[config.mk]
export PLATFORM = sky130hd
export DESIGN_NAME = writeback_unit_flat
export DESIGN_NICKNAME = d
export VERILOG_FILES = /design/src/hdl/rv_pkg.sv /design/src/hdl/decode_ctrl_if.sv /design/src/hdl/writeback_unit.sv /design/src/flat_wrapper.sv
export VERILOG_INCLUDE_DIRS = /design/src /design/src/include
export SDC_FILE = /design/constraint.sdc
export NUM_CORES = 1
export LEC_CHECK = 0
export BUFFER_PORTS_ARGS = -buffer_cell sky130_fd_sc_hd__buf_2
export CAP_MARGIN = 20
export CORE_MARGIN = 5
export CORE_UTILIZATION = 34
export DETAILED_ROUTE_END_ITERATION = 16
export PLACE_DENSITY = 0.88
export SETUP_SLACK_MARGIN = 0.3
export SYNTH_ARGS = -nofsm -noshare
export SYNTH_HDL_FRONTEND = slang
export SYNTH_SLANG_ARGS = --single-unit
[constraint.sdc]
create_clock -name vclk -period 2.6
set_clock_uncertainty 0.2 [all_clocks]
set_input_delay 0.39 -clock vclk [all_inputs]
set_output_delay 0.39 -clock vclk [all_outputs]
set_load 0.01 [all_outputs]
[src/include/rv_settings.svh]
`ifndef RV_SETTINGS_SVH
`define RV_SETTINGS_SVH

// datapath and address width
`define RV_XLEN 32

// register index width, 32 architectural registers
`define RV_REG_ADDR_W 5

`define RV_RESET_PC 32'h8000_0000

// data memory word index, addr bits 9:2
`define RV_DMEM_ADDR_W 8

`endif

[src/hdl/rv_pkg.sv]
`include "rv_settings.svh"

package rv_pkg;

  typedef logic [`RV_XLEN-1:0] xlen_t;
  typedef logic [`RV_REG_ADDR_W-1:0] reg_addr_t;

  // major opcodes this core understands
  typedef enum logic [6:0] {
    op_imm = 7'b001_0011,
    lui    = 7'b011_0111,
    auipc  = 7'b001_0111,
    jal    = 7'b110_1111,
    jalr   = 7'b110_0111,
    load   = 7'b000_0011,
    store  = 7'b010_0011
  } opcode_e;

  // what the decoder made of the instruction
  typedef enum logic [2:0] {
    cls_addi,
    cls_lui,
    cls_auipc,
    cls_jal,
    cls_jalr,
    cls_load,
    cls_store,
    cls_nop    // anything else, no side effects
  } inst_class_e;

  // funct3 of loads and stores
  typedef enum logic [2:0] {
    sz_b  = 3'b000,
    sz_h  = 3'b001,
    sz_w  = 3'b010,
    sz_bu = 3'b100,
    sz_hu = 3'b101
  } mem_size_e;

endpackage

[src/hdl/decode_ctrl_if.sv]
`timescale 1ns/10ps

interface decode_ctrl_if import rv_pkg::*; ();

  inst_class_e cls;
  xlen_t       imm;   // sign extended, U imm already shifted
  mem_size_e   size;
  reg_addr_t   rs1;
  reg_addr_t   rs2;
  reg_addr_t   rd;

  modport decode (
    output cls, imm, size, rs1, rs2, rd
  );

  modport exec (
    input cls, imm
  );

  modport mem (
    input cls, size
  );

  modport result (
    input cls, size, rd
  );

endinterface

[src/hdl/writeback_unit.sv]
`timescale 1ns/10ps

module writeback_unit import rv_pkg::*; (
  input  logic          reset,
  decode_ctrl_if.result ctrl,
  input  xlen_t         sum,
  input  xlen_t         link,
  input  xlen_t         mem_rdata,
  output logic          rf_wen,
  output reg_addr_t     rf_waddr,
  output xlen_t         rf_wdata
);

  logic [7:0]  ld_byte;
  logic [15:0] ld_half;
  xlen_t       load_data;
  logic        writes_rd;

  assign ld_byte = mem_rdata[{sum[1:0], 3'b000} +: 8];
  assign ld_half = sum[1] ? mem_rdata[31:16] : mem_rdata[15:0];

  // misaligned halfword or word loads read as zero
  always_comb begin
    case (ctrl.size)
      sz_b:    load_data = {{24{ld_byte[7]}}, ld_byte};
      sz_bu:   load_data = {24'h00_0000, ld_byte};
      sz_h:    load_data = sum[0] ? '0 : {{16{ld_half[15]}}, ld_half};
      sz_hu:   load_data = sum[0] ? '0 : {16'h0000, ld_half};
      sz_w:    load_data = (sum[1:0] != 2'b00) ? '0 : mem_rdata;
      default: load_data = '0;
    endcase
  end

  always_comb begin
    case (ctrl.cls)
      cls_jal, cls_jalr: rf_wdata = link;   // return address
      cls_load:          rf_wdata = load_data;
      default:           rf_wdata = sum;
    endcase
  end

  always_comb begin
    case (ctrl.cls)
      cls_addi, cls_lui, cls_auipc, cls_jal, cls_jalr, cls_load: writes_rd = 1'b1;
      default: writes_rd = 1'b0;   // store and nop
    endcase
  end

  assign rf_wen   = writes_rd && (ctrl.rd != '0) && !reset;
  assign rf_waddr = ctrl.rd;

endmodule

[src/flat_wrapper.sv]
// flat-port wrapper written by rule: the top's interface ports become plain ports
module writeback_unit_flat import rv_pkg::*;
  (reset, sum, link, mem_rdata, rf_wen, rf_waddr, rf_wdata, ctrl_cls, ctrl_size, ctrl_rd);
  decode_ctrl_if ctrl_i ();
  input  logic reset;
  input  xlen_t sum;
  input  xlen_t link;
  input  xlen_t mem_rdata;
  output logic rf_wen;
  output reg_addr_t rf_waddr;
  output xlen_t rf_wdata;
  input wire logic [$bits(ctrl_i.cls)-1:0] ctrl_cls;
  input wire logic [$bits(ctrl_i.size)-1:0] ctrl_size;
  input wire logic [$bits(ctrl_i.rd)-1:0] ctrl_rd;
  assign ctrl_i.cls = ctrl_cls;
  assign ctrl_i.size = ctrl_size;
  assign ctrl_i.rd = ctrl_rd;
  writeback_unit u_core (.reset(reset), .ctrl(ctrl_i), .sum(sum), .link(link), .mem_rdata(mem_rdata), .rf_wen(rf_wen), .rf_waddr(rf_waddr), .rf_wdata(rf_wdata));
endmodule
# Yosys cells after proc, flatten, opt, wreduce, memory -nomap -nowiden
# Cells that the tools add are included.
# word_totals
out_inout_bits,38
reg_bits,0
in_bits,108
# classes
shifts,1
eq_ne,9
n_reduce_logical,9
mux,7
# ops
cell,count
$pmux W32 S5,1
$mux W32,2
$pmux W32 S2,1
$mux W16,2
$shiftx A32 B6 Y8,1
$eq A3 B3 Y1 const B,4
$eq A3 B2 Y1 const B,3
$eq A3 B1 Y1 const B,2
$logic_not A3 Y1,2
$reduce_or A6 Y1,1
$reduce_bool A5 Y1,1
$logic_and A1 B1 Y1,2
$reduce_bool A2 Y1,1
$reduce_or A2 Y1,1
$logic_not A1 Y1,1
$mux W1,1

# Depth between registers and ports, before layout
# depth
depth_word,5
mapped_depth,7

# Worst setup path after synthesis
# OpenSTA, ideal clock, no wires.
# synth_timing
path_kind,input port to output port
startpoint,input port sum[0]
endpoint,output port rf_wdata[16]
cell_stages,7
path_slack_ps,348
arrival_time_ps,1662
n_path_buf,3
path_cell_list,buf_6 > mux4_2 > a22oi_1 > or4_1 > buf_2 > buf_6 > nand2_1
# synth_via
elab_chain_cells,4
# synth_lines
element,line_no,text
start: declaration,flat_wrapper.sv:6,input xlen_t sum;
"parallel branches: the longest is 2 deep, another holds $shiftx A32 B6 Y8",--,
$pmux W32 S5 (*),writeback_unit.sv:24,case (ctrl.size)
$pmux W32 S2 (*),writeback_unit.sv:35,case (ctrl.cls)
end: declaration,flat_wrapper.sv:11,output xlen_t rf_wdata;
# Mark *: on every way between the ends.

# Worst setup path after layout
# layout_timing
startpoint,input port sum[0]
endpoint,output port rf_wdata[25]
# The elaborated chain is that of the path after synthesis.

==> impl_metrics.json <==
{
  "p_int_mw": 0.2193,
  "yosys-top-cells-area": "a22oi_1 17%, a222oi_1 15%, mux4_2 13%, nand2_1 6.1%, o211ai_1 4.5%",
  "crit_chain": "buf_6 -> mux4_2 -> a22oi_2 -> or4_4 -> buf_8 -> nand2_1 -> buf_2",
  "cp_num_buf_inv": 3,
  "status": "finished, final reports clean",
  "place_area_sq_um": 1928,
  "power_frac_clock_pct": 0,
  "nFlopsAndLatches": 0,
  "min_path_type": "in2out",
  "crit_type": "in2out",
  "grtUsageTotal_pct": 26.48,
  "peakVddDrop_mv": 0.1043,
  "synthCells": 154,
  "n_clock_buffer": 0,
  "end_kind": "output pin",
  "maxCapViolations": 0,
  "n_fill_cell": 303,
  "drt_wl_total_um": 6802,
  "crit_slowest_cell": "or4_4",
  "p_per_area_nw_per_um2": 189.5,
  "start_util_pct": 35.02,
  "drtIter0Drc": 205,
  "p_leak_nw": 1.124,
  "antenna_found_initial": 0,
  "rsz0062_at_grt": "true",
  "io_pins": 146,
  "floorplan.core_area_sq_um": 3337,
  "synth_cell_types": 36,
  "final_antenna_net_count": 0,
  "die-area_sq_um": 4709,
  "arrival_ps": 1840,
  "final_cell_area_sq_um": 2236,
  "drt_first_pass_iters": 8,
  "worst_pin_slew_ps": 576.9,
  "diodes": 0,
  "portBuffers": 146,
  "cts_hold_buf": 0,
  "finalSetupTns_ps": 0,
  "die_h_um": 68.63,
  "swShare_pct": 48.25,
  "place_congestion": 0.9100,
  "drive_gt1_share_pct": 67.33,
  "hold_viol_final": 0,
  "critical_path.top_delay_family": "simple AND/OR/NAND/NOR gates",
  "routedWlPerCell_um": 19.66,
  "slew_violations": 0,
  "regArea_sq_um": 0,
  "avgSynthCellArea_sq_um": 7.588,
  "synth_area_sq_um": 1169,
  "synthDominantCellAreaShare_pct": 17.34,
  "nets": 410,
  "critPathMaxStageDelay_ps": 530,
  "whs_path_depth": 2,
  "area_growth_pct": 91.33,
  "finalCriticalPeriod_ps": 2427,
  "die_w_um": 68.63,
  "slew_headroom_pct": 61.40,
  "dr_total_vias": 2172,
  "grt_max_degree": 33,
  "path_max_fanout": 8,
  "fp-row-count": 21,
  "grt_remaining_overflow": 0,
  "cp-start-kind": "primary input",
  "min_period_over_period_pct": 93.35,
  "dp.final_hpwl_um": 4997,
  "ys_seq_area_share_pct": 0,
  "combPwrFrac_pct": 100.0,
  "grt_pass1_wl_um": 9446,
  "vias_per_cell": 6.277,
  "path_depth": 7,
  "grt_pass1_vias": 2030,
  "synthesis.nets": 262,
  "fmax_mhz": 412.0,
  "p_switching_mw": 0.2044,
  "final-setup-viol-count": 0,
  "synth_area_leader_cell": "a22oi_1",
  "yosysWarnings": 0,
  "p_seq_share_pct": 0,
  "cp.required_ps": 2010,
  "drc": 0
}
area by class of cell:
type	instances	area, sq um	share of cell area [%]
Multi-Input combinational cell	130	1150	51.43
Timing Repair Buffer	167	1013	45.33
Inverter	3	15.01	0.6715
Tap cell	46	57.56	2.574
cell families after synthesis:
family / synth area share (%)
AOI/OAI and AO/OA: 50.32
buffers and inverters: 11.24
muxes: 18.95
and+or+nand+nor: 19.49
path summary, 6_finish.rpt:
path                        from            to  slack (ps)
worst max-delay path      sum[0]  rf_wdata[25]         170
worst min-delay path  ctrl_rd[2]   rf_waddr[2]         780
what timing repair did:
| action | in CTS | in global routing |
|---|---|---|
| hold endpoints to repair | 0 | 0 |
| buffers inserted | 8 | 1 |
| gates cloned | 2 | 0 |
| setup endpoints to repair | 32 | 25 |
| pin swaps | 5 | 15 |
| gates resized for setup | 33 | 27 |
stage by stage:
| step | instances | hold WS [ps] | worst slack, ps | util (%) | total power [mW] |
|---|---|---|---|---|---|
| 5_1_grt | 346 | 793.9 | 145.3 | 67.00 | 0.4550 |
| 2_1_floorplan | 154 | 629.0 | 347.7 | - | 0.1912 |
| 6_report | 346 | 782.9 | 172.9 | 67.00 | 0.4236 |
| 3_5_place_dp | 335 | 779.9 | 161.3 | 57.78 | 0.3666 |
| 3_3_place_gp | 335 | 781.3 | 157.3 | 57.78 | 0.3593 |
| 4_1_cts | 345 | 782.2 | 296.0 | 63.40 | 0.3910 |
synthesized netlist by cell type (all sizes together):
library cell / count
a21o: 1
a21oi: 4
a221oi: 3
a222oi: 17
a22o: 5
a22oi: 27
a31oi: 1
and2: 1
and3b: 1
buf: 12
clkbuf: 9
clkinv: 1
inv: 2
mux2: 3
mux2i: 3
mux4: 7
nand2: 19
nand2b: 3
nand3b: 2
nor2: 5
nor2b: 1
nor3: 2
nor3b: 1
nor4b: 1
o211ai: 7
o21ai: 9
o22ai: 1
o31ai: 1
or2: 1
or3b: 2
or4: 1
or4b: 1
metal layers:
layer / global-route usage [%] / part of all wire [%] / up-vias / routed length, um
met5: 0 / 0 / - / 0
met4: 9.181 / 3.0 / 0 / 201
met3: 4.862 / 13 / 20 / 914
met2: 50.30 / 50 / 191 / 3376
met1: 28.85 / 34 / 1009 / 2311
li1: - / - / 952 / -
placed cells by master, fill, tap and decap left out, drive strengths merged, types with 3 or more instances in the layout:
cell type / synthesis / final
nor2: 5 / 5
a221oi: 3 / 3
buf: 12 / 167
mux2: 3 / 3
nand2: 19 / 19
a21oi: 4 / 4
o21ai: 9 / 9
a22oi: 27 / 27
mux4: 7 / 7
mux2i: 3 / 3
a22o: 5 / 5
a222oi: 17 / 17
nand2b: 3 / 3
o211ai: 7 / 7
power groups by stage:
stage / logic [mW] / registers [mW] / clock network [mW]
4_1_cts: 0.391 / 0 / 0
6_report: 0.424 / 0 / 0
3_5_place_dp: 0.367 / 0 / 0
5_1_grt: 0.455 / 0 / 0
2_1_floorplan: 0.191 / 0 / 0
3_3_place_gp: 0.359 / 0 / 0
(Power assumes the default switching activity.)
