File: src/include/rv_settings.svh
`ifndef RV_SETTINGS_SVH
`define RV_SETTINGS_SVH

// datapath and address width
`define RV_XLEN 32

// register index width, 32 architectural registers
`define RV_REG_ADDR_W 5

`define RV_RESET_PC 32'h8000_0000

// data memory word index, addr bits 9:2
`define RV_DMEM_ADDR_W 8

`endif

File: src/hdl/rv_pkg.sv
`include "rv_settings.svh"

package rv_pkg;

  typedef logic [`RV_XLEN-1:0] xlen_t;
  typedef logic [`RV_REG_ADDR_W-1:0] reg_addr_t;

  // major opcodes this core understands
  typedef enum logic [6:0] {
    op_imm = 7'b001_0011,
    lui    = 7'b011_0111,
    auipc  = 7'b001_0111,
    jal    = 7'b110_1111,
    jalr   = 7'b110_0111,
    load   = 7'b000_0011,
    store  = 7'b010_0011
  } opcode_e;

  // what the decoder made of the instruction
  typedef enum logic [2:0] {
    cls_addi,
    cls_lui,
    cls_auipc,
    cls_jal,
    cls_jalr,
    cls_load,
    cls_store,
    cls_nop    // anything else, no side effects
  } inst_class_e;

  // funct3 of loads and stores
  typedef enum logic [2:0] {
    sz_b  = 3'b000,
    sz_h  = 3'b001,
    sz_w  = 3'b010,
    sz_bu = 3'b100,
    sz_hu = 3'b101
  } mem_size_e;

endpackage

File: src/hdl/decode_ctrl_if.sv
`timescale 1ns/10ps

interface decode_ctrl_if import rv_pkg::*; ();

  inst_class_e cls;
  xlen_t       imm;   // sign extended, U imm already shifted
  mem_size_e   size;
  reg_addr_t   rs1;
  reg_addr_t   rs2;
  reg_addr_t   rd;

  modport decode (
    output cls, imm, size, rs1, rs2, rd
  );

  modport exec (
    input cls, imm
  );

  modport mem (
    input cls, size
  );

  modport result (
    input cls, size, rd
  );

endinterface

File: src/hdl/exec_unit.sv
`timescale 1ns/10ps
`include "rv_settings.svh"

module exec_unit import rv_pkg::*; (
  input  logic        clk,
  input  logic        reset,
  decode_ctrl_if.exec ctrl,
  input  xlen_t       rs1_data,
  output xlen_t       pc,
  output xlen_t       sum,
  output xlen_t       link
);

  xlen_t op1;
  xlen_t next_pc;

  // first adder operand
  always_comb begin
    case (ctrl.cls)
      cls_auipc, cls_jal: op1 = pc;
      cls_addi, cls_jalr, cls_load, cls_store: op1 = rs1_data;
      default: op1 = '0;   // lui passes the immediate through
    endcase
  end

  // one adder serves results, jump targets and memory addresses
  assign sum  = op1 + ctrl.imm;
  assign link = pc + 32'd4;

  always_comb begin
    case (ctrl.cls)
      cls_jal, cls_jalr: next_pc = {sum[31:1], 1'b0};
      default: next_pc = link;
    endcase
  end

  always_ff @(posedge clk) begin
    if (reset) begin
      pc <= `RV_RESET_PC;
    end else begin
      pc <= next_pc;
    end
  end

endmodule

File: src/flat_wrapper.sv
// flat-port wrapper written by rule: the top's interface ports become plain ports
module exec_unit_flat import rv_pkg::*;
  (clk, reset, rs1_data, pc, sum, link, ctrl_cls, ctrl_imm);
  decode_ctrl_if ctrl_i ();
  input  logic clk;
  input  logic reset;
  input  xlen_t rs1_data;
  output xlen_t pc;
  output xlen_t sum;
  output xlen_t link;
  input wire logic [$bits(ctrl_i.cls)-1:0] ctrl_cls;
  input wire logic [$bits(ctrl_i.imm)-1:0] ctrl_imm;
  assign ctrl_i.cls = ctrl_cls;
  assign ctrl_i.imm = ctrl_imm;
  exec_unit u_core (.clk(clk), .reset(reset), .ctrl(ctrl_i), .rs1_data(rs1_data), .pc(pc), .sum(sum), .link(link));
endmodule
File: config.mk
export PLATFORM = sky130hd
export DESIGN_NAME = exec_unit_flat
export DESIGN_NICKNAME = d
export VERILOG_FILES = /design/src/hdl/rv_pkg.sv /design/src/hdl/decode_ctrl_if.sv /design/src/hdl/exec_unit.sv /design/src/flat_wrapper.sv
export VERILOG_INCLUDE_DIRS = /design/src /design/src/include
export SDC_FILE = /design/constraint.sdc
export NUM_CORES = 1
export LEC_CHECK = 0
export BUFFER_PORTS_ARGS = -buffer_cell sky130_fd_sc_hd__buf_4
export CORE_MARGIN = 5
export CORE_UTILIZATION = 45
export DETAILED_ROUTE_END_ITERATION = 10
export GPL_ROUTABILITY_DRIVEN = 0
export GPL_TIMING_DRIVEN = 0
export PLACE_DENSITY = 0.75
export SLEW_MARGIN = 20
export SYNTH_ARGS = -nofsm -noshare
export SYNTH_HDL_FRONTEND = slang
export SYNTH_SLANG_ARGS = --single-unit
export TNS_END_PERCENT = 100
File: constraint.sdc
create_clock -name clk -period 9.9 [get_ports clk]
set_input_delay 1.98 -clock clk [delete_from_list [all_inputs] [get_ports clk]]
set_output_delay 1.98 -clock clk [all_outputs]
set_load 0.02 [all_outputs]
Yosys cells after proc, flatten, opt, wreduce, memory -nomap -nowiden:

Index checks and enable logic that the tools add are counted.

* output and inout bits: 96
* bits in registers: 32

* add/subtract/negate cells: 2
* equal/unequal tests: 5
* reductions and logical operators: 5
* mux-type cells: 2

Operators with widths (number)
* $pmux W32 S2: 1
* $add A32 B3 Y32 const B: 1
* $add A32 B32 Y32: 1
* $mux W32: 1
* $eq A3 B3 Y1 const B: 3
* $eq A3 B2 Y1 const B: 2
* $reduce_or A2 Y1: 2
* $reduce_or A4 Y1: 1
* $logic_not A3 Y1: 1
* $reduce_or A3 Y1: 1

Longest topological paths before layout:

* word-level depth: 5
* mapped depth: 14

Worst setup path before layout:

No wires, ideal clock.

* path type: input port to output port
* from: in ctrl_cls[0]
* to: out sum[30]
* stages on the path: 14
* arrival: 4.571 ns
* setup slack: 3.349 ns
* path through: nor2_1 -> o21a_1 -> clkbuf_1 -> and2_1 -> ha_1 -> inv_1 -> fa_1 -> nor2b_1 -> o2111ai_1 -> nand2_1 -> a221o_2 -> a31oi_1 -> and2b_1 -> xnor2_1

* longest elaborated chain between the ends: 4
* elaborated cells between the ends (all ways): 10

Ends and longest elaborated chain
* start, declared: line flat_wrapper.sv:11 `input wire logic [$bits(ctrl_i.cls)-1:0] ctrl_cls;`
* $eq A3 B3 Y1, or another cell as far along: line exec_unit.sv:19 `case (ctrl.cls)`
* $reduce_or A4 Y1 or $reduce_or A2 Y1 (tied branches): line exec_unit.sv:19
* $pmux W32 S2 *: line exec_unit.sv:19
* $add A32 B32 Y32 *: line exec_unit.sv:27 `assign sum = op1 + ctrl.imm;`
* end, declared: line flat_wrapper.sv:9 `output xlen_t sum;`

Every way passes the cells marked *; elsewhere a longest branch is shown, timed or not.

Final worst setup path:

* from: in ctrl_cls[0]
* to: out sum[31]

The elaborated chain is that of the path after synthesis.

==> results.py <==
metrics = {
    "flow_run": {
        "drv_cap": 0,
    },
    "global_route": {
        "grt_use_met2": 0.451,
        "busiest_layer": "met2",
        "grt_overflow_total": 0,
        "grt_max_degree": 11,
        "use_met3": 0.0419,
        "antenna_found_initial": 0,
        "grt_pass1_vias": 4699,
        "gr-usage-met1": 0.382,
        "grt_first_pass_wirelength_um": 25000,
        "grt_use_total": 0.277,
    },
    "clocking": {
        "cts_setup_buffers": 0,
        "cts_htree_levels": 2,
        "clk_latency_ns": 0.28,
        "cts_hold_buf": 0,
        "numCtsBuffers": 5,
        "cts_tree": "done",
        "cts-root-buf": "clkbuf_8",
        "cts_sinks": 31,
        "ctsLongestPathBuffers": 2,
        "path_clk_slew_ns": 0.07,
        "cts_resized": 0,
    },
    "critical_path": {
        "cp.arrival_ns": 5.59,
        "endpoint_kind": "output pin",
        "reg2reg_from": "u_core.pc[22]$_SDFF_PP0_",
        "cp-start-kind": "input pin",
        "cp.required_ns": 7.92,
        "worstSetupPathType": "in2out",
        "worstPathMaxFanout": 10,
        "reg2reg_to": "u_core.pc[23]$_SDFF_PP0_",
        "r2r_slack_ns": 6.80,
        "r2r_cells": 9,
    },
    "yosys": {
        "synth-edff-count": 0,
        "netlist_top_cells_area": "dfxtp_1 (15%), ha_1 (9.8%), xnor2_1 (8.6%), a22o_1 (7.7%), nand2_1 (5.3%)",
        "synth_area_per_cell_um2": 7.48,
        "syn_area_um2": 4080,
        "syn_inst": 545,
        "synth_adder_area_share": 0.103,
        "synth-simple-area-share": 0.248,
        "postSynth.asyncResetShare": 0,
        "synth_seq_cells": 31,
        "synth_xor_xnor_area_share": 0.118,
        "synthDistinctLibCells": 71,
        "synth_top_family_by_area": "compound AO/OA/AOI/OAI gates",
        "synth_compound_area_frac": 0.311,
        "synth_top_cell_by_area": "dfxtp_1",
        "dominantRegCellSynth": "dfxtp_1",
        "yosys_warnings": 0,
        "synthMuxAreaShare": 0,
        "synth_top_area_share": 0.152,
        "ys_seq_area_frac": 0.152,
    },
    "sta": {
        "rsz0062_at_grt": "false",
        "hold_ws_ns": 0.563,
        "maxSlewViolCount": 0,
        "period_minus_slack_ns": 7.57,
        "tightest_slew_ns": 1.04,
        "finalClockSkew_ns": 0.00314,
        "slew_headroom": 0.303,
        "fin_crit_sh": 0.765,
        "clock.fmax_ghz": 0.132,
        "finalHoldViolCount": 0,
        "tns_ns": 0,
        "setup_violations": 0,
    },
    "place": {
        "place_area_um2": 5430,
        "port_buffers": 162,
        "place_hpwl_um": 13400,
        "placed_cells_incl_taps": 816,
    },
    "layout": {
        "final_area_um2": 5530,
        "regArea_um2": 621,
        "top_register": "u_core.pc",
        "fill_cells": 834,
        "antenna_cells": 0,
        "final_nets": 817,
        "largest_register_ffs": 31,
        "multi_input_area_um2": 3190,
        "syn2layout_area_growth_pct": 35.7,
        "stdcell_count": 824,
        "fin_util": 0.631,
        "reg_top3": "u_core.pc (31)",
        "final_layout_size_suffix_gt1_frac": 0.285,
    },
    "power": {
        "p_per_area_nw_per_um2": 129,
        "leakagePower_nw": 2.55,
        "peakVddDrop_uv": 74.9,
    },
    "routing": {
        "routed_wl_um": 16200,
        "drt_first_pass_iters": 5,
        "vias_per_cell": 6.13,
        "drc_errors": 0,
        "wl_per_cell_um": 19.6,
        "vias": 5047,
        "ant_nets": 0,
        "drt_iter0_drc": 458,
    },
    "hold_path": {
        "worst_hold_startpoint": "u_core.pc[1]$_SDFFE_PP0N_",
        "whs_path_depth": 2,
        "hold_class": "reg2reg",
        "hold_end": "u_core.pc[1]$_SDFFE_PP0N_",
    },
    "die": {
        "rows": 34,
        "fp.dieW_um": 105,
        "design.core.area_um2": 8760,
        "die_h_um": 105,
        "start_util": 0.465,
        "die_area_um2": 11100,
        "num_io_pins": 165,
    },
    "status": {
        "status": "completed",
    },
}
power by group:
part / switching [mW] / leakage [nW] / internal, mW
Sequential: 0.0198 / 0.254 / 0.137
Combinational: 0.265 / 2.25 / 0.183
Clock: 0.0475 / 0.0515 / 0.0634
Total: 0.332 / 2.55 / 0.383
synthesized netlist by cell type (3+ instances only):
cell type,instances
nand4_1,20
nor3_1,15
a22oi_1,5
buf_6,5
o211ai_1,7
o21ai_0,14
dfxtp_1,31
a31oi_1,3
a22o_1,36
xnor2_1,40
a21o_1,14
ha_1,32
a221o_1,3
clkbuf_1,17
buf_4,5
nand3_1,29
nor2_1,31
and3_1,10
o2111ai_1,4
o21ai_1,6
buf_1,3
and2_1,8
nand2_1,58
inv_1,15
nor2b_1,4
o21a_1,8
nor4_1,4
xor2_1,15
a21oi_1,42
buf_2,9
logic make-up (layout without fill, tap and decap cells):
family                   count (synthesis)  after routing
AO/OA/AOI/OAI                          173            173
XOR/XNOR                                55             55
adder cells (fa/ha/maj)                 33             33
buffers and inverters                   54            224
flip-flops                              31             31
other                                    1              2
AND/OR/NAND/NOR                        198            198
layout by cell type, fill, tap and decap left out, types with 15 or more instances in the layout:
cell	count
buf_4	167
nand2_1	58
a21oi_1	42
xnor2_1	40
a22o_1	36
ha_1	32
nor2_1	31
dfxtp_1	31
nand3_1	29
nand4_1	20
clkbuf_1	18
inv_1	15
xor2_1	15
nor3_1	15
critical path, stage by stage:
cell and delay (ns):
buf_4 0.11, nor2_1 0.13, o21a_1 0.25, clkbuf_1 0.43
a22o_1 0.27, ha_1 0.26, buf_6 0.15, a2111oi_0 0.71
o221ai_1 0.30, a21bo_2 0.30, o21ai_0 0.25, nand2_1 0.10
xor2_1 0.18, buf_4 0.17
metal layers:
layer,share of wire,vias to the layer above
met5,0,-
met4,0.025,0
met3,0.10,31
met2,0.46,306
met1,0.41,2339
li1,-,2371
worst max path at each step:
stage                    to         from  cells past startpoint  slack [ns]
global route        sum[31]  ctrl_cls[0]                     14        2.04
detailed placement  sum[27]  ctrl_cls[0]                     14        2.44
finish              sum[31]  ctrl_cls[0]                     14        2.33
CTS                 sum[31]  ctrl_cls[0]                     14        2.40
global placement    sum[27]  ctrl_cls[0]                     14        2.47
floorplan           sum[30]  ctrl_cls[0]                     14        3.35
layout make-up:
class,instances,share of cell area
Tap cell,108,0.0244
Clock buffer,8,0.0181
Multi-Input combinational cell,461,0.577
Timing Repair Buffer,162,0.220
Buffer,39,0.0387
Inverter,15,0.0102
Sequential cell,31,0.112
stage by stage:
| step | setup WS, ns | total power, mW |
|---|---|---|
| CTS | 2.40 | 0.710 |
| floorplan | 3.35 | 0.424 |
| finish | 2.33 | 0.716 |
| global placement | 2.47 | 0.595 |
| detailed placement | 2.44 | 0.599 |
| global route | 2.04 | 0.753 |
Note: power is estimated with default switching activity, not from simulation.
