### config.mk
export PLATFORM = sky130hd
export DESIGN_NAME = register_file
export DESIGN_NICKNAME = d
export VERILOG_FILES = /design/src/hdl/rv_pkg.sv /design/src/hdl/register_file.sv
export VERILOG_INCLUDE_DIRS = /design/src /design/src/include
export SDC_FILE = /design/constraint.sdc
export NUM_CORES = 2
export LEC_CHECK = 0
export BUFFER_PORTS_ARGS = -buffer_cell sky130_fd_sc_hd__buf_4
export CAP_MARGIN = 15
export CORE_MARGIN = 2
export CORE_UTILIZATION = 46
export DETAILED_ROUTE_END_ITERATION = 6
export PLACE_DENSITY = 0.74
export SETUP_SLACK_MARGIN = 0.4
export SLEW_MARGIN = 5
export SYNTH_ARGS = -nofsm -noshare
export SYNTH_HDL_FRONTEND = slang
export SYNTH_SLANG_ARGS = --single-unit
### constraint.sdc
create_clock -name clk -period 3.1 [get_ports clk]
set_clock_uncertainty 0.05 [all_clocks]
set_input_delay 0.62 -clock clk [delete_from_list [all_inputs] [get_ports clk]]
set_output_delay 0.62 -clock clk [all_outputs]
set_load 0.05 [all_outputs]
### src/include/rv_settings.svh
`ifndef RV_SETTINGS_SVH
`define RV_SETTINGS_SVH

// datapath and address width
`define RV_XLEN 32

// register index width, 32 architectural registers
`define RV_REG_ADDR_W 5

`define RV_RESET_PC 32'h8000_0000

// data memory word index, addr bits 9:2
`define RV_DMEM_ADDR_W 8

`endif

### src/hdl/rv_pkg.sv
`include "rv_settings.svh"

package rv_pkg;

  typedef logic [`RV_XLEN-1:0] xlen_t;
  typedef logic [`RV_REG_ADDR_W-1:0] reg_addr_t;

  // major opcodes this core understands
  typedef enum logic [6:0] {
    op_imm = 7'b001_0011,
    lui    = 7'b011_0111,
    auipc  = 7'b001_0111,
    jal    = 7'b110_1111,
    jalr   = 7'b110_0111,
    load   = 7'b000_0011,
    store  = 7'b010_0011
  } opcode_e;

  // what the decoder made of the instruction
  typedef enum logic [2:0] {
    cls_addi,
    cls_lui,
    cls_auipc,
    cls_jal,
    cls_jalr,
    cls_load,
    cls_store,
    cls_nop    // anything else, no side effects
  } inst_class_e;

  // funct3 of loads and stores
  typedef enum logic [2:0] {
    sz_b  = 3'b000,
    sz_h  = 3'b001,
    sz_w  = 3'b010,
    sz_bu = 3'b100,
    sz_hu = 3'b101
  } mem_size_e;

endpackage

### src/hdl/register_file.sv
`timescale 1ns/10ps

module register_file import rv_pkg::*; (
  input  logic      clk,
  input  logic      reset,
  input  reg_addr_t rs1,
  input  reg_addr_t rs2,
  input  reg_addr_t waddr,
  input  logic      wen,
  input  xlen_t     wdata,
  output xlen_t     rs1_data,
  output xlen_t     rs2_data
);

  localparam int NUM_REGS = 1 << $bits(reg_addr_t);

  xlen_t regs [NUM_REGS];

  always_ff @(posedge clk) begin
    if (reset) begin
      for (int i = 0; i < NUM_REGS; i++) begin
        regs[i] <= '0;
      end
    end else if (wen) begin
      regs[waddr] <= wdata;
    end
  end

  // x0 reads as zero whatever is stored
  assign rs1_data = (rs1 == '0) ? '0 : regs[rs1];
  assign rs2_data = (rs2 == '0) ? '0 : regs[rs2];

endmodule

# Word level (Yosys, flattened, before mapping)
# Memories as Yosys holds them, arrays and structs flattened.
# Index checks and enable logic that the tools add are counted.
[word_totals]
mem_bits_ro = 0
latch_bits = 0
word_cells = 14
in_bits = 50
ram_bits = 1024
regBits = 0
mem_count = 1
[classes]
bitwise = 0
order_cmp = 0
n_shift = 0
muxes = 10
mul = 0
n_eq_ne = 0
add_sub_neg = 0
n_reduce_logical = 3
div_mod_pow = 0
[memory_table]
columns = ["name", "depth", "width", "read_ports", "rd_ports_with_merged_regs", "wr", "line", "source"]
rows = [
  ["regs", 32, 32, 2, 0, 32, "register_file.sv:17", "xlen_t regs [NUM_REGS];"],
]
[op_table]
columns = ["operator", "count"]
rows = [
  ["32-bit two-way mux", 3],
  ["32-bit OR reduction", 1],
  ["5-bit logical NOT", 2],
  ["1-bit two-way mux", 6],
  ["5-bit two-way mux", 1],
]

# Logic depth before layout (Yosys ltp)
[depth]
word_depth = 5
depth_mapped = 9

# Worst setup path before layout
# OpenSTA, ideal clock, no wires.
[synth_timing]
path_type = "input-to-output"
from = "input rs2[2]"
to = "output rs2_data[19]"
setup_slack_ns = -1.675
required_time_ns = 2.430
t_arrival_ns = 4.105
path_stages = 7
cell_sequence = "buf_2 or3b_1 clkbuf_1 clkbuf_1 o221ai_1 a221oi_1 a2111oi_0"
[synth_via]
elab_chain_cells = 2
[synth_rtl]
columns = ["item", "line", "source"]
rows = [
  ["start, declared", "register_file.sv:7", "input reg_addr_t rs2,"],
  ["memory read 32 x 32 bit / 5-bit logical NOT (equally long branches)", "--", ""],
  ["32-bit two-way mux (*)", "register_file.sv:31", "assign rs2_data = (rs2 == '0) ? '0 : regs[rs2];"],
  ["end, declared", "register_file.sv:12", "output xlen_t rs2_data"],
]
# Every way passes the cells marked *; elsewhere a longest branch is shown, timed or not.

==> impl_metrics.prom <==
# TYPE chip_impl_metric gauge
chip_impl_metric{name="drcViolationCount",unit=""} 0
chip_impl_metric{name="power_density",unit="mW/mm^2"} 513.2
chip_impl_metric{name="power.leakage",unit="uW"} 0.02408
chip_impl_metric{name="grt_util_all_layers",unit="%"} 30.13
chip_impl_info{name="critical_path.startpoint_type",value="flip-flop"} 1
chip_impl_metric{name="grt_start_max_net_pins",unit=""} 37
chip_impl_info{name="synth_top_cells_by_area",value="sky130_fd_sc_hd__edfxtp_1, sky130_fd_sc_hd__mux4_2, sky130_fd_sc_hd__and2_1, sky130_fd_sc_hd__mux2i_1, sky130_fd_sc_hd__clkbuf_1"} 1
chip_impl_metric{name="die_h",unit="microns"} 348.0
chip_impl_metric{name="route.detailed.vias_per_inst",unit=""} 6.601
chip_impl_info{name="outcome",value="finished, violations left"} 1
chip_impl_metric{name="nets",unit=""} 3978
chip_impl_metric{name="largest_reg_flops",unit=""} 1024
chip_impl_info{name="failing_checks",value="setup timing"} 1
chip_impl_metric{name="drt-total-wl",unit="microns"} 184100
chip_impl_metric{name="synth_top_area_share",unit="%"} 56.48
chip_impl_info{name="synthDominantAreaCellType",value="sky130_fd_sc_hd__edfxtp_1"} 1
chip_impl_metric{name="vias",unit=""} 36670
chip_impl_metric{name="gr-total-overflow",unit=""} 0
chip_impl_metric{name="floorplan.die.width",unit="microns"} 348.0
chip_impl_metric{name="ant_nets",unit=""} 0
chip_impl_metric{name="max-slew-margin-rel",unit="%"} 17.17
chip_impl_metric{name="pre_cts_setup_slack",unit="ns"} -0.7088
chip_impl_metric{name="period_share",unit="%"} 107.6
chip_impl_metric{name="synth_area_per_cell",unit="sq um"} 15.31
chip_impl_metric{name="grt_antenna_before_repair",unit=""} 16
chip_impl_metric{name="path_clk_slew",unit="ns"} 0.06
chip_impl_metric{name="fmax",unit="MHz"} 299.7
chip_impl_metric{name="route.detailed.wl_per_inst",unit="microns"} 33.14
chip_impl_metric{name="cts_made_buffers",unit=""} 104
chip_impl_metric{name="holdBufCountCts",unit=""} 0
chip_impl_info{name="regMostFlops",value="regs"} 1
chip_impl_metric{name="post-route-util",unit="%"} 57.96
chip_impl_metric{name="clkSinkCount",unit=""} 1024
chip_impl_metric{name="critPathMaxFanout",unit=""} 2
chip_impl_metric{name="timing.critical_path.required",unit="ns"} 2.43
chip_impl_info{name="synth-main-ff-cell",value="sky130_fd_sc_hd__edfxtp_1"} 1
chip_impl_metric{name="htree_levels",unit=""} 3
chip_impl_info{name="timing.critical_path.mode_cell",value="sky130_fd_sc_hd__buf_4"} 1
chip_impl_metric{name="layout-area-overhead-vs-synth",unit="%"} 25.38
chip_impl_metric{name="postSynthCellCount",unit=""} 3555
chip_impl_metric{name="final_max_slew_viol_count",unit=""} 0
chip_impl_info{name="unrepaired_setup_endpoints_after_global_routing",value="true"} 1
chip_impl_info{name="most_frequent_standard_cell_in_the_layout_excluding_fill_and_tap_cells",value="sky130_fd_sc_hd__and2_1"} 1
chip_impl_metric{name="filler_cell_count",unit=""} 8602
chip_impl_info{name="critical_path_class",value="reg2out"} 1
chip_impl_metric{name="io_buffer_count",unit=""} 113
chip_impl_metric{name="dr.first_iter.drc_count",unit=""} 5534
chip_impl_info{name="cp-end-kind",value="output pin"} 1
chip_impl_metric{name="ys_seq_elements",unit=""} 1024
chip_impl_metric{name="synth.yosys.seq_area_share",unit="%"} 56.48
chip_impl_metric{name="die_area",unit="sq mm"} 0.1211
chip_impl_metric{name="drv_cap",unit=""} 0
chip_impl_metric{name="postLayoutSetupSlackWorst",unit="ns"} -0.2368
chip_impl_metric{name="post_route_cells_drive_above_1_share",unit="%"} 40.08
chip_impl_metric{name="cpPeakStageDelay",unit="ns"} 0.48
chip_impl_metric{name="tightest_slew",unit="ns"} 1.242
chip_impl_metric{name="yosys_warnings",unit=""} 0
chip_impl_metric{name="synth-edff-count",unit=""} 1024
chip_impl_info{name="biggestRegsByFlops",value="regs: 1024 flops"} 1
chip_impl_metric{name="report.final.setup_viol",unit=""} 63
chip_impl_metric{name="final_replace_weighted_congestion",unit=""} 0.9092
chip_impl_metric{name="fin_setup_tns",unit="ns"} -8.314
chip_impl_metric{name="tmin_final",unit="ns"} 3.337
chip_impl_metric{name="crit_arrival",unit="ns"} 2.67
chip_impl_metric{name="effective_utilization_at_floorplan",unit="%"} 46.23
chip_impl_metric{name="combined_area_of_all_synthesized_cells",unit="sq mm"} 0.05444
chip_impl_metric{name="cts.path.max_buffers",unit=""} 3
chip_impl_metric{name="drt_pass1_iterations",unit=""} 5
chip_impl_metric{name="async_reset_ff_share",unit="%"} 0
chip_impl_metric{name="dp.final_hpwl",unit="microns"} 109600
chip_impl_metric{name="vdd_ir_drop_max",unit="V"} 0.0004764
chip_impl_info{name="kind_of_path_behind_the_tightest_hold_check",value="in2reg"} 1
chip_impl_metric{name="grt_first_pass_wirelength",unit="microns"} 260900
chip_impl_metric{name="design.portCount",unit=""} 114
chip_impl_metric{name="syn-num-nets",unit=""} 3605
chip_impl_info{name="cts.root.buffer_cell",value="sky130_fd_sc_hd__clkbuf_16"} 1
chip_impl_info{name="crit_path_cell_trace",value="mux4_2 > mux2_2 > a221oi_2 > buf_4 > a2111oi_4 > buf_4 > buf_6"} 1
chip_impl_metric{name="hold_violations",unit=""} 0
chip_impl_info{name="standard_cell_with_the_maximum_stage_delay_on_the_critical_path",value="sky130_fd_sc_hd__mux4_2"} 1
chip_impl_info{name="final_cell_mix",value="sky130_fd_sc_hd__and2_1, sky130_fd_sc_hd__edfxtp_1, sky130_fd_sc_hd__mux4_2, sky130_fd_sc_hd__buf_4, sky130_fd_sc_hd__mux2i_1"} 1
chip_impl_info{name="tritoncts",value="yes"} 1
chip_impl_metric{name="core_area",unit="sq mm"} 0.1178
chip_impl_metric{name="synthDistinctLibCells",unit=""} 44
chip_impl_metric{name="placementRows",unit=""} 126
chip_impl_metric{name="number_of_global_route_vias_before_repair",unit=""} 37200
==> what timing repair did <==
| action | CTS | global route |
|---|---|---|
| gates cloned | 19 | 2 |
| resized for setup | 335 | 43 |
| buffers inserted | 91 | 33 |
| pin swaps | 171 | 48 |
| setup endpoints to repair | 64 | 64 |
==> power breakdown <==
group | switching, uW | total [uW] | internal [uW]
clock | 5510 | 12600 | 7060
combinational | 3280 | 6060 | 2780
sequential | 409 | 16400 | 16000
==> metal layers <==
| metal | global-route usage, % | share of wire (%) |
|---|---|---|
| met1 | 39.98 | 36 |
| met2 | 45.81 | 45 |
| met3 | 8.740 | 14 |
| met4 | 14.46 | 5.3 |
| met5 | 0 | 0.056 |
==> Yosys cell counts, drive strengths merged, types with 3 or more instances <==
| cell | count |
|---|---|
| mux2i | 161 |
| or3b | 3 |
| a2111oi | 61 |
| and2 | 1027 |
| edfxtp | 1024 |
| a22oi | 18 |
| nand2b | 6 |
| a221oi | 4 |
| a22o | 51 |
| mux4 | 464 |
| a211oi | 6 |
| or2 | 34 |
| clkbuf | 273 |
| buf | 117 |
| a32o | 4 |
| nor2b | 17 |
| o221ai | 5 |
| nor2 | 39 |
| mux2 | 34 |
| o22ai | 103 |
| nand3b | 5 |
| nor4 | 5 |
| nand2 | 11 |
| a21oi | 10 |
| nor3 | 54 |
| inv | 3 |
| nand3 | 5 |
==> path summary, 6_finish.rpt <==
check	startpoint	endpoint	cells past startpoint
max	regs[29][19]$_SDFFCE_PN0P_	rs2_data[19]	7
min	wdata[31]	regs[17][31]$_SDFFCE_PN0P_	2
==> per-stage QoR <==
stage | hold slack [ns] | std cells | instance area (sq um) | total power, uW
global placement | 1.093 | 5213 | 61250 | 21730
floorplan | 0.7682 | 3555 | 56370 | 19790
detailed placement | 1.100 | 5213 | 61250 | 21830
finish | 0.4066 | 5555 | 68260 | 35030
global route | 0.4151 | 5548 | 68240 | 35790
CTS | 0.3827 | 5513 | 67690 | 34840
==> cell families (layout without fill, tap and decap cells) <==
kind of cell / after synthesis / count (layout) / synth area share [%]
AO/OA/AOI/OAI: 266 / 266 / 3.687
buffers and inverters: 393 / 850 / 3.319
flip-flops: 1024 / 1024 / 56.48
multiplexers: 659 / 659 / 22.86
other: 0 / 7 / 0
AND/OR/NAND/NOR: 1213 / 1213 / 13.65
==> area by class of cell <==
class | count | area (sq um) | area share, %
Timing Repair Buffer | 657 | 7565 | 11.08
Clock buffer | 124 | 2678 | 3.923
Multi-Input combinational cell | 2138 | 24670 | 36.15
Antenna cell | 7 | 17.52 | 0.02566
Inverter | 3 | 11.26 | 0.01650
Tap cell | 1536 | 1922 | 2.816
Sequential cell | 1024 | 30750 | 45.05
Clock inverter | 66 | 638.1 | 0.9349
==> worst max-delay path, delay by kind of cell (launching register included) <==
kind | cells | cell delay [ns]
buffers and inverters | 3 | 0.51
AOI/OAI and AO/OA | 2 | 0.29
DFF | 1 | 0.41
muxes | 2 | 0.78
Power figures use the tool's default switching activity.
