==> src/include/rv_settings.svh <==
`ifndef RV_SETTINGS_SVH
`define RV_SETTINGS_SVH

// datapath and address width
`define RV_XLEN 32

// register index width, 32 architectural registers
`define RV_REG_ADDR_W 5

`define RV_RESET_PC 32'h8000_0000

// data memory word index, addr bits 9:2
`define RV_DMEM_ADDR_W 8

`endif

==> src/hdl/rv_pkg.sv <==
`include "rv_settings.svh"

package rv_pkg;

  typedef logic [`RV_XLEN-1:0] xlen_t;
  typedef logic [`RV_REG_ADDR_W-1:0] reg_addr_t;

  // major opcodes this core understands
  typedef enum logic [6:0] {
    op_imm = 7'b001_0011,
    lui    = 7'b011_0111,
    auipc  = 7'b001_0111,
    jal    = 7'b110_1111,
    jalr   = 7'b110_0111,
    load   = 7'b000_0011,
    store  = 7'b010_0011
  } opcode_e;

  // what the decoder made of the instruction
  typedef enum logic [2:0] {
    cls_addi,
    cls_lui,
    cls_auipc,
    cls_jal,
    cls_jalr,
    cls_load,
    cls_store,
    cls_nop    // anything else, no side effects
  } inst_class_e;

  // funct3 of loads and stores
  typedef enum logic [2:0] {
    sz_b  = 3'b000,
    sz_h  = 3'b001,
    sz_w  = 3'b010,
    sz_bu = 3'b100,
    sz_hu = 3'b101
  } mem_size_e;

endpackage

==> src/hdl/decode_ctrl_if.sv <==
`timescale 1ns/10ps

interface decode_ctrl_if import rv_pkg::*; ();

  inst_class_e cls;
  xlen_t       imm;   // sign extended, U imm already shifted
  mem_size_e   size;
  reg_addr_t   rs1;
  reg_addr_t   rs2;
  reg_addr_t   rd;

  modport decode (
    output cls, imm, size, rs1, rs2, rd
  );

  modport exec (
    input cls, imm
  );

  modport mem (
    input cls, size
  );

  modport result (
    input cls, size, rd
  );

endinterface

==> src/hdl/inst_decode.sv <==
`timescale 1ns/10ps

module inst_decode import rv_pkg::*; (
  input xlen_t        inst,
  decode_ctrl_if.decode ctrl
);

  opcode_e    opcode;
  logic [2:0] funct3;

  xlen_t imm_i;
  xlen_t imm_s;
  xlen_t imm_u;
  xlen_t imm_j;

  assign opcode = opcode_e'(inst[6:0]);
  assign funct3 = inst[14:12];

  // register fields sit at fixed positions in every format
  assign ctrl.rd  = inst[11:7];
  assign ctrl.rs1 = inst[19:15];
  assign ctrl.rs2 = inst[24:20];

  assign ctrl.size = mem_size_e'(funct3);

  // immediates, bit 31 is always the sign
  assign imm_i = {{20{inst[31]}}, inst[31:20]};
  assign imm_s = {{20{inst[31]}}, inst[31:25], inst[11:7]};
  assign imm_u = {inst[31:12], 12'h000};
  assign imm_j = {{12{inst[31]}}, inst[19:12], inst[20], inst[30:21], 1'b0};

  always_comb begin
    ctrl.cls = cls_nop;
    ctrl.imm = '0;
    case (opcode)
      op_imm: begin
        if (funct3 == 3'b000) begin // only addi kept
          ctrl.cls = cls_addi;
          ctrl.imm = imm_i;
        end
      end
      lui: begin
        ctrl.cls = cls_lui;
        ctrl.imm = imm_u;
      end
      auipc: begin
        ctrl.cls = cls_auipc;
        ctrl.imm = imm_u;
      end
      jal: begin
        ctrl.cls = cls_jal;
        ctrl.imm = imm_j;
      end
      jalr: begin
        ctrl.cls = cls_jalr;
        ctrl.imm = imm_i;
      end
      load: begin
        ctrl.cls = cls_load;
        ctrl.imm = imm_i;
      end
      store: begin
        ctrl.cls = cls_store;
        ctrl.imm = imm_s;   // split immediate
      end
      default: begin
        ctrl.cls = cls_nop;   // unknown opcode
        ctrl.imm = '0;
      end
    endcase
  end

endmodule

==> src/flat_wrapper.sv <==
// flat-port wrapper written by rule: the top's interface ports become plain ports
module inst_decode_flat import rv_pkg::*;
  (inst, ctrl_cls, ctrl_imm, ctrl_size, ctrl_rs1, ctrl_rs2, ctrl_rd);
  decode_ctrl_if ctrl_i ();
  input xlen_t inst;
  output wire logic [$bits(ctrl_i.cls)-1:0] ctrl_cls;
  output wire logic [$bits(ctrl_i.imm)-1:0] ctrl_imm;
  output wire logic [$bits(ctrl_i.size)-1:0] ctrl_size;
  output wire logic [$bits(ctrl_i.rs1)-1:0] ctrl_rs1;
  output wire logic [$bits(ctrl_i.rs2)-1:0] ctrl_rs2;
  output wire logic [$bits(ctrl_i.rd)-1:0] ctrl_rd;
  assign ctrl_cls = ctrl_i.cls;
  assign ctrl_imm = ctrl_i.imm;
  assign ctrl_size = ctrl_i.size;
  assign ctrl_rs1 = ctrl_i.rs1;
  assign ctrl_rs2 = ctrl_i.rs2;
  assign ctrl_rd = ctrl_i.rd;
  inst_decode u_core (.inst(inst), .ctrl(ctrl_i));
endmodule
==> config.mk <==
export PLATFORM = sky130hd
export DESIGN_NAME = inst_decode_flat
export DESIGN_NICKNAME = d
export VERILOG_FILES = /design/src/hdl/rv_pkg.sv /design/src/hdl/decode_ctrl_if.sv /design/src/hdl/inst_decode.sv /design/src/flat_wrapper.sv
export VERILOG_INCLUDE_DIRS = /design/src /design/src/include
export SDC_FILE = /design/constraint.sdc
export NUM_CORES = 1
export LEC_CHECK = 0
export ABC_AREA = 1
export BUFFER_PORTS_ARGS = -buffer_cell sky130_fd_sc_hd__clkbuf_2
export CAP_MARGIN = 25
export CORE_MARGIN = 2
export CORE_UTILIZATION = 34
export DETAILED_ROUTE_END_ITERATION = 12
export PLACE_DENSITY = 0.82
export SYNTH_ARGS = -nofsm -noshare
export SYNTH_HDL_FRONTEND = slang
export SYNTH_SLANG_ARGS = --single-unit
export TNS_END_PERCENT = 5
==> constraint.sdc <==
create_clock -name vclk -period 1.2
set_input_delay 0.18 -clock vclk [all_inputs]
set_output_delay 0.18 -clock vclk [all_outputs]
set_load 0.01 [all_outputs]
Word level (Yosys, flattened, before mapping)
Cells that the tools add are included.

storage, ports and cells
  register bits = 0
  bits of input ports = 32
  output and inout port bits = 53
  logic and storage cells = 14

cells by class
  eq/ne operators = 7
  mux-type cells = 4
  reductions and logical operators = 3

operators by type and width
  kind                                                 count
  case mux 32 bit (5 select lines)                     1
  two-way mux 32 bit                                   1
  case mux 3 bit (7 select lines)                      1
  equality test 7 x 5 -> 1 bit, second input constant  2
  equality test 7 x 6 -> 1 bit, second input constant  2
  equality test 7 bit, second input constant           2
  equality test 7 x 2 -> 1 bit, second input constant  1
  OR reduction 2 bit                                   2
  logical NOT 3 bit                                    1
  two-way mux 3 bit                                    1

Longest topological paths before layout
Gate-level depths: netlist (run 1).

  word-level depth = 3
  gate-level depth with buffers = 9
  depth with buffers taken out = 9

Worst setup path after synthesis (run 1)
Ideal clock, no wire load.

  path type = input-to-output
  from = in inst[1]
  to = out ctrl_imm[5]
  arrival = 1059 ps
  required time = 1020 ps
  slack = -39 ps
  stages on the path = 8
  cells stage by stage = nand2_1 -> nor2_2 -> nand2_2 -> nand2_2 -> nor2_2 -> nand2_2 -> nand2_1 -> nor2_1

on the way
  cells in the longest elaborated chain, start to end = 3

RTL lines
  element                                      line               RTL
  start: declaration                           flat_wrapper.sv:5  input xlen_t inst;
  equality test 7 bit (tied with other cells)  inst_decode.sv:35  case (opcode)
  OR reduction 2 bit (no line)                 -
  case mux 32 bit (5 select lines) *           inst_decode.sv:35
  end: declaration                             flat_wrapper.sv:7  output wire logic [$bits(ctrl_i.imm)-1:0] ctrl_imm;

Every way passes the cells marked *; elsewhere a longest branch is shown, timed or not.

Worst setup path after layout (run 1)
  from = in inst[3]
  to = out ctrl_imm[5]

The elaborated chain is that of the path after synthesis.

==> metrics.csv, run 1 <==
metric,value,unit
final-report hold violation count,0,
first-pass GRT wire length,4560,um
Syn Area/Cell,5.51,um^2
initial core utilization,35.1,%
failing checks,setup timing,
hold depth,2,
CP startpoint kind,input port,
crit path launch,inst[3],
"Area growth, synth to finish",97.7,%
DR vias/cell,4.86,
die area,2930,um^2
vias,1331,
Core Rows,18,
Post-Place Cells,274,
Rel. slew slack,82.8,%
WL final,3420,um
Seq cells,0,
worst slew pin tran,258,ps
Critical Path End Type,output port,
post-synthesis sequential area ratio,0,%
DR pass1 iterations,4,
RSZ-0062 raised after global routing,true,
ANT nets after route,0,
largest net degree at the start of global routing,13,
wire per inst,12.5,um
Die Ht,54.1,um
status,"complete, but fails checks",
part of the cycle the worst path needs,118,%
Worst Setup EP,ctrl_imm[5],
CP Data Arrival Time,1240,ps
DIE WIDTH,54.1,um
# IOs,85,
Leakage,1.08,nW
CTS Hold Bufs,0,
fraction of layout cells with a size suffix above 1,69.3,%
final max-slew violation count,0,
ANT cells,0,
Core ar.,2430,um^2
YS warnings,0,
CP Class,in -> out,
Detail Placement HPWL,2400,um
"Cell Count, Final, Fillers Out",274,
clock buffers,0,
Period minus WS final,1420,ps
Synth Net Count,187,
Final Net Count,278,
vias in the first global route,1097,
mapped cell area,853,um^2
final design utilization,69.3,%
initial antenna violation count,0,
Cell variety after synth,19,
total area of sequential cells,0,um^2
synthesized instance count,155,
RePlAce Congestion,0.783,
peak supply drop,225,uV
DR iter-0 viols,22,
grt ovf,0,
Fmax,707,MHz
PnR worst setup slack,-215,ps
Power Total,0.355,mW
I/O Buffers,85,
Tot GR Track Use,20.1,%
Hold Path Class,in -> out,
Worst Path Required,1020,ps
Power per Cell Area,211,nW/um^2
Worst Hold Margin,562,ps
Worst Path Max Fanout,3,
MaxCap Viol Count,0,
final setup vio count,35,
DRC,0,
[worst min path at each step]
stage | startpoint | slack (ps) | end
after floorplan | inst[30] | 450 | ctrl_imm[10]
after global placement | inst[15] | 560 | ctrl_rs1[0]
after detailed placement | inst[17] | 560 | ctrl_rs1[2]
after CTS | inst[17] | 560 | ctrl_rs1[2]
after global routing | inst[19] | 570 | ctrl_rs1[4]
final | inst[19] | 560 | ctrl_rs1[4]
[through the flow]
step / worst slack [ps] / instance area [um^2] / setup TNS, ps
2_1_floorplan: -18.6 / 868 / -194
3_3_place_gp: -298 / 1370 / -8680
3_5_place_dp: -320 / 1370 / -9550
4_1_cts: -179 / 1480 / -5300
5_1_grt: -294 / 1690 / -8110
6_report: -215 / 1690 / -5880
[per-layer routing]
layer	part of all wire [%]	global-route usage, %	vias up
li1	-	-	670
met1	38	24.5	610
met2	55	39.4	45
met3	5.2	0.556	6
met4	1.5	2.50	0
met5	0	0	-
[area by class of cell]
type	instances	area, um^2
fill	216	746
timing repair buffer	111	764
multi-input combinational	120	818
tap	30	37.5
inverter	13	66.3
[worst max-delay path: stages]
cell and delay (ps):
buf_8 110, inv_6 50, nand2_2 60, nor2_4 160, buf_6 130, nand2_4 50
nand2_4 80, nor2_2 50, nand2_2 80, nand2_2 60, nor2_2 80, buf_2 130
[power by group]
part / internal [mW] / switching, mW
combinational: 0.163 / 0.192
sequential: 0 / 0
clock: 0 / 0
[cells by family after synthesis]
group           synth area share (%)
compound gates                  2.49
buf+inv                         25.1
simple gates                    72.4
[synthesized netlist by cell type]
master | n | area, um^2
nand3_1 | 25 | 125
nor2_4 | 3 | 33.8
o21ai_2 | 1 | 8.76
buf_4 | 18 | 135
nand3b_1 | 1 | 7.51
nand2_1 | 45 | 169
nor2_1 | 15 | 56.3
nand2_2 | 6 | 37.5
inv_2 | 2 | 7.51
a21boi_0 | 1 | 7.51
inv_1 | 11 | 41.3
clkbuf_1 | 2 | 7.51
nand4_1 | 5 | 31.3
nand3_2 | 11 | 110
buf_6 | 2 | 22.5
nor3_4 | 1 | 16.3
or2_1 | 1 | 6.26
nor2_2 | 4 | 25.0
o21ai_0 | 1 | 5.00
[layout by cell type, fill, tap and decap left out, drive strengths merged]
master and instances:
nor3 1, nor2 22, nand2 51, a21boi 1
inv 13, or2 1, buf 53, nand4 5
o21ai 2, clkbuf 58, nand3 36, nand3b 1
[what timing repair did]
item / 4_1_cts / 5_1_grt
gates resized for setup: 31 / 76
setup buffers: 0 / 1
pin swaps: 11 / 18
setup endpoints to repair: 35 / 35
Power figures use the tool's default switching activity.
==> run 2: changes to the inputs <==
- ABC_AREA: 1 -> not set
- CORE_UTILIZATION: 34 -> 31
==> run 2 against run 1 <==
  * The run still ends with setup timing left
  * Critical path depth fell by 6
  * Utilization fell by 14 points
  * Combinational power fell by 23%
  * Total power fell by 22%
  * Die area fell by 11%
  * Cell area fell by 30%
  * Global-route usage fell by 2.2 points
  * Final cell count fell by 26%
  * Synthesized area fell by 19%
  * Sequential cell count did not move
  * Synthesized cell count fell by 37%
  * First-iteration DRC count fell by 23%
  * Critical path type unchanged
  * Highest routed layer is now met3
==> metrics.csv, run 2 <==
metric,value,unit
status,"complete, but fails checks",
failing checks,setup timing,
PnR worst setup slack,-459,ps
ANT nets after route,0,
CP Class,in -> out,
DR pass1 iterations,4,
Worst Path Max Fanout,11,
synthesized instance count,97,
Multi-input gate area,553,um^2
first-pass GRT wire length,3870,um
Tot GR Track Use,17.9,%
final-report hold violation count,0,
"commonest non-fill, non-tap cell in the layout",clkbuf_2,
Power per Cell Area,233,nW/um^2
most frequent cells in the layout,"73 x clkbuf_2, 22 x a21o_1, 17 x buf_4",
synth top area cells,"a21o_1 24%, buf_4 20%, and2_1 5.4%, nand2_1 4.9%, a22oi_1 4.4%",
complex-gate fraction of the synthesized area,45.9,%
total area of sequential cells,0,um^2
Hold Path Class,in -> out,
DR vias/cell,4.78,
CP Data Arrival Time,1480,ps
Leakage,0.825,nW
clock buffers,0,
Slowest cell on crit path,or3_4,
largest family of logic cells by synthesized area,compound AO/OA/AOI/OAI gates,
Fmax,603,MHz
mapped cell area,689,um^2
worst path cell trace,clkbuf_16 -> or3_4 -> a2111oi_4 -> a31o_4 -> a21o_1 -> buf_2,
Detail Placement HPWL,2000,um
ANT cells,0,
RePlAce Congestion,0.749,
"Area growth, synth to finish",71.1,%
MaxCap Viol Count,0,
initial antenna violation count,0,
DP Worst Slack,-517,ps
Power Total,0.275,mW
peak supply drop,126,uV
YS warnings,0,
Period minus WS final,1660,ps
adder-cell area share of the yosys netlist,0,%
final setup vio count,35,
CTS Hold Bufs,0,
vias in the first global route,901,
DIE WIDTH,51.2,um
"count leader, synth",a21o_1,
Synth Net Count,129,
worst slew pin tran,259,ps
share of the synthesized area in the top cell type,24.0,%
DR iter-0 viols,17,
Critical Path End Type,output port,
vias,975,
simple-gate share of the synthesized area,28.5,%
Core ar.,2150,um^2
Syn Area/Cell,7.11,um^2
die area,2620,um^2
Worst Path Required,1020,ps
WL final,2330,um
Die Ht,51.2,um
part of the cycle the worst path needs,138,%
DRC,0,
final max-slew violation count,0,
post-synthesis mux area share,0,%
# Post-CTS Setup Buffers,0,
initial core utilization,32.1,%
fillcell total,225,
post-synthesis sequential area ratio,0,%
CP startpoint kind,input port,
Final Net Count,210,
grt ovf,0,
Cell variety after synth,30,
xor and xnor area share after synthesis,0,%
Commonest cells post-synth,"22 x a21o_1, 18 x buf_4, 9 x nand2_1",
fraction of layout cells with a size suffix above 1,65.3,%
Rel. slew slack,82.6,%
largest stage delay on the critical path,400,ps
cell taking the most area after synthesis,a21o_1,
RSZ-0062 raised after global routing,true,
Seq cells,0,
I/O Buffers,85,
setup_tns,-13430,ps
# IOs,85,
Core Rows,17,
largest net degree at the start of global routing,12,
wire per inst,11.4,um
## run 2: layout make-up
class / count / area share (%)
inverters: 2 / 0.636
multi-input cells: 71 / 46.9
well taps: 28 / 2.97
repair buffers: 103 / 49.5
## run 2: worst paths after layout
path	cells after the start	end	start	slack, ps
setup / recovery	6	ctrl_imm[22]	inst[6]	-460
hold / removal	2	ctrl_rs1[2]	inst[17]	560
## run 2: worst max-delay path: cells and delay by family
| family | cells | cell delay, ps |
|---|---|---|
| AND/OR/NAND/NOR | 1 | 400 |
| buffers and inverters | 2 | 260 |
| AO/OA/AOI/OAI | 3 | 640 |
## run 2: repair_timing
action | CTS | global route
hold endpoints to repair | 0 | 0
gates resized for setup | 7 | 13
endpoints found under the setup margin | 35 | 35
pin swaps | 0 | 1
## run 2: logic make-up after synthesis
logic type | count (synthesis)
compound gates | 40
buf+inv | 26
simple gates | 31
## run 2: metal layers
layer | vias up | wire length (um) | global-route usage, %
met1 | 435 | 906 | 20.9
met2 | 44 | 1190 | 35.5
li1 | 496 | - | -
met4 | 0 | 0 | 0.450
met3 | 0 | 241 | 2.63
met5 | - | 0 | 0
## run 2: report_power, final
part           total (mW)  leakage [nW]  switching (mW)  internal, mW
Combinational       0.275         0.825           0.141         0.135
Sequential              0             0               0             0
Clock                   0             0               0             0
## run 2: metrics by stage
| step | instance area [um^2] | cells | util [%] | hold WS, ps |
|---|---|---|---|---|
| after floorplan | 698 | 97 | - | 452 |
| after global placement | 1130 | 204 | 52.5 | 563 |
| after detailed placement | 1130 | 204 | 52.5 | 563 |
| after CTS | 1170 | 204 | 54.6 | 564 |
| after global routing | 1180 | 204 | 54.9 | 578 |
| final | 1180 | 204 | 54.9 | 563 |
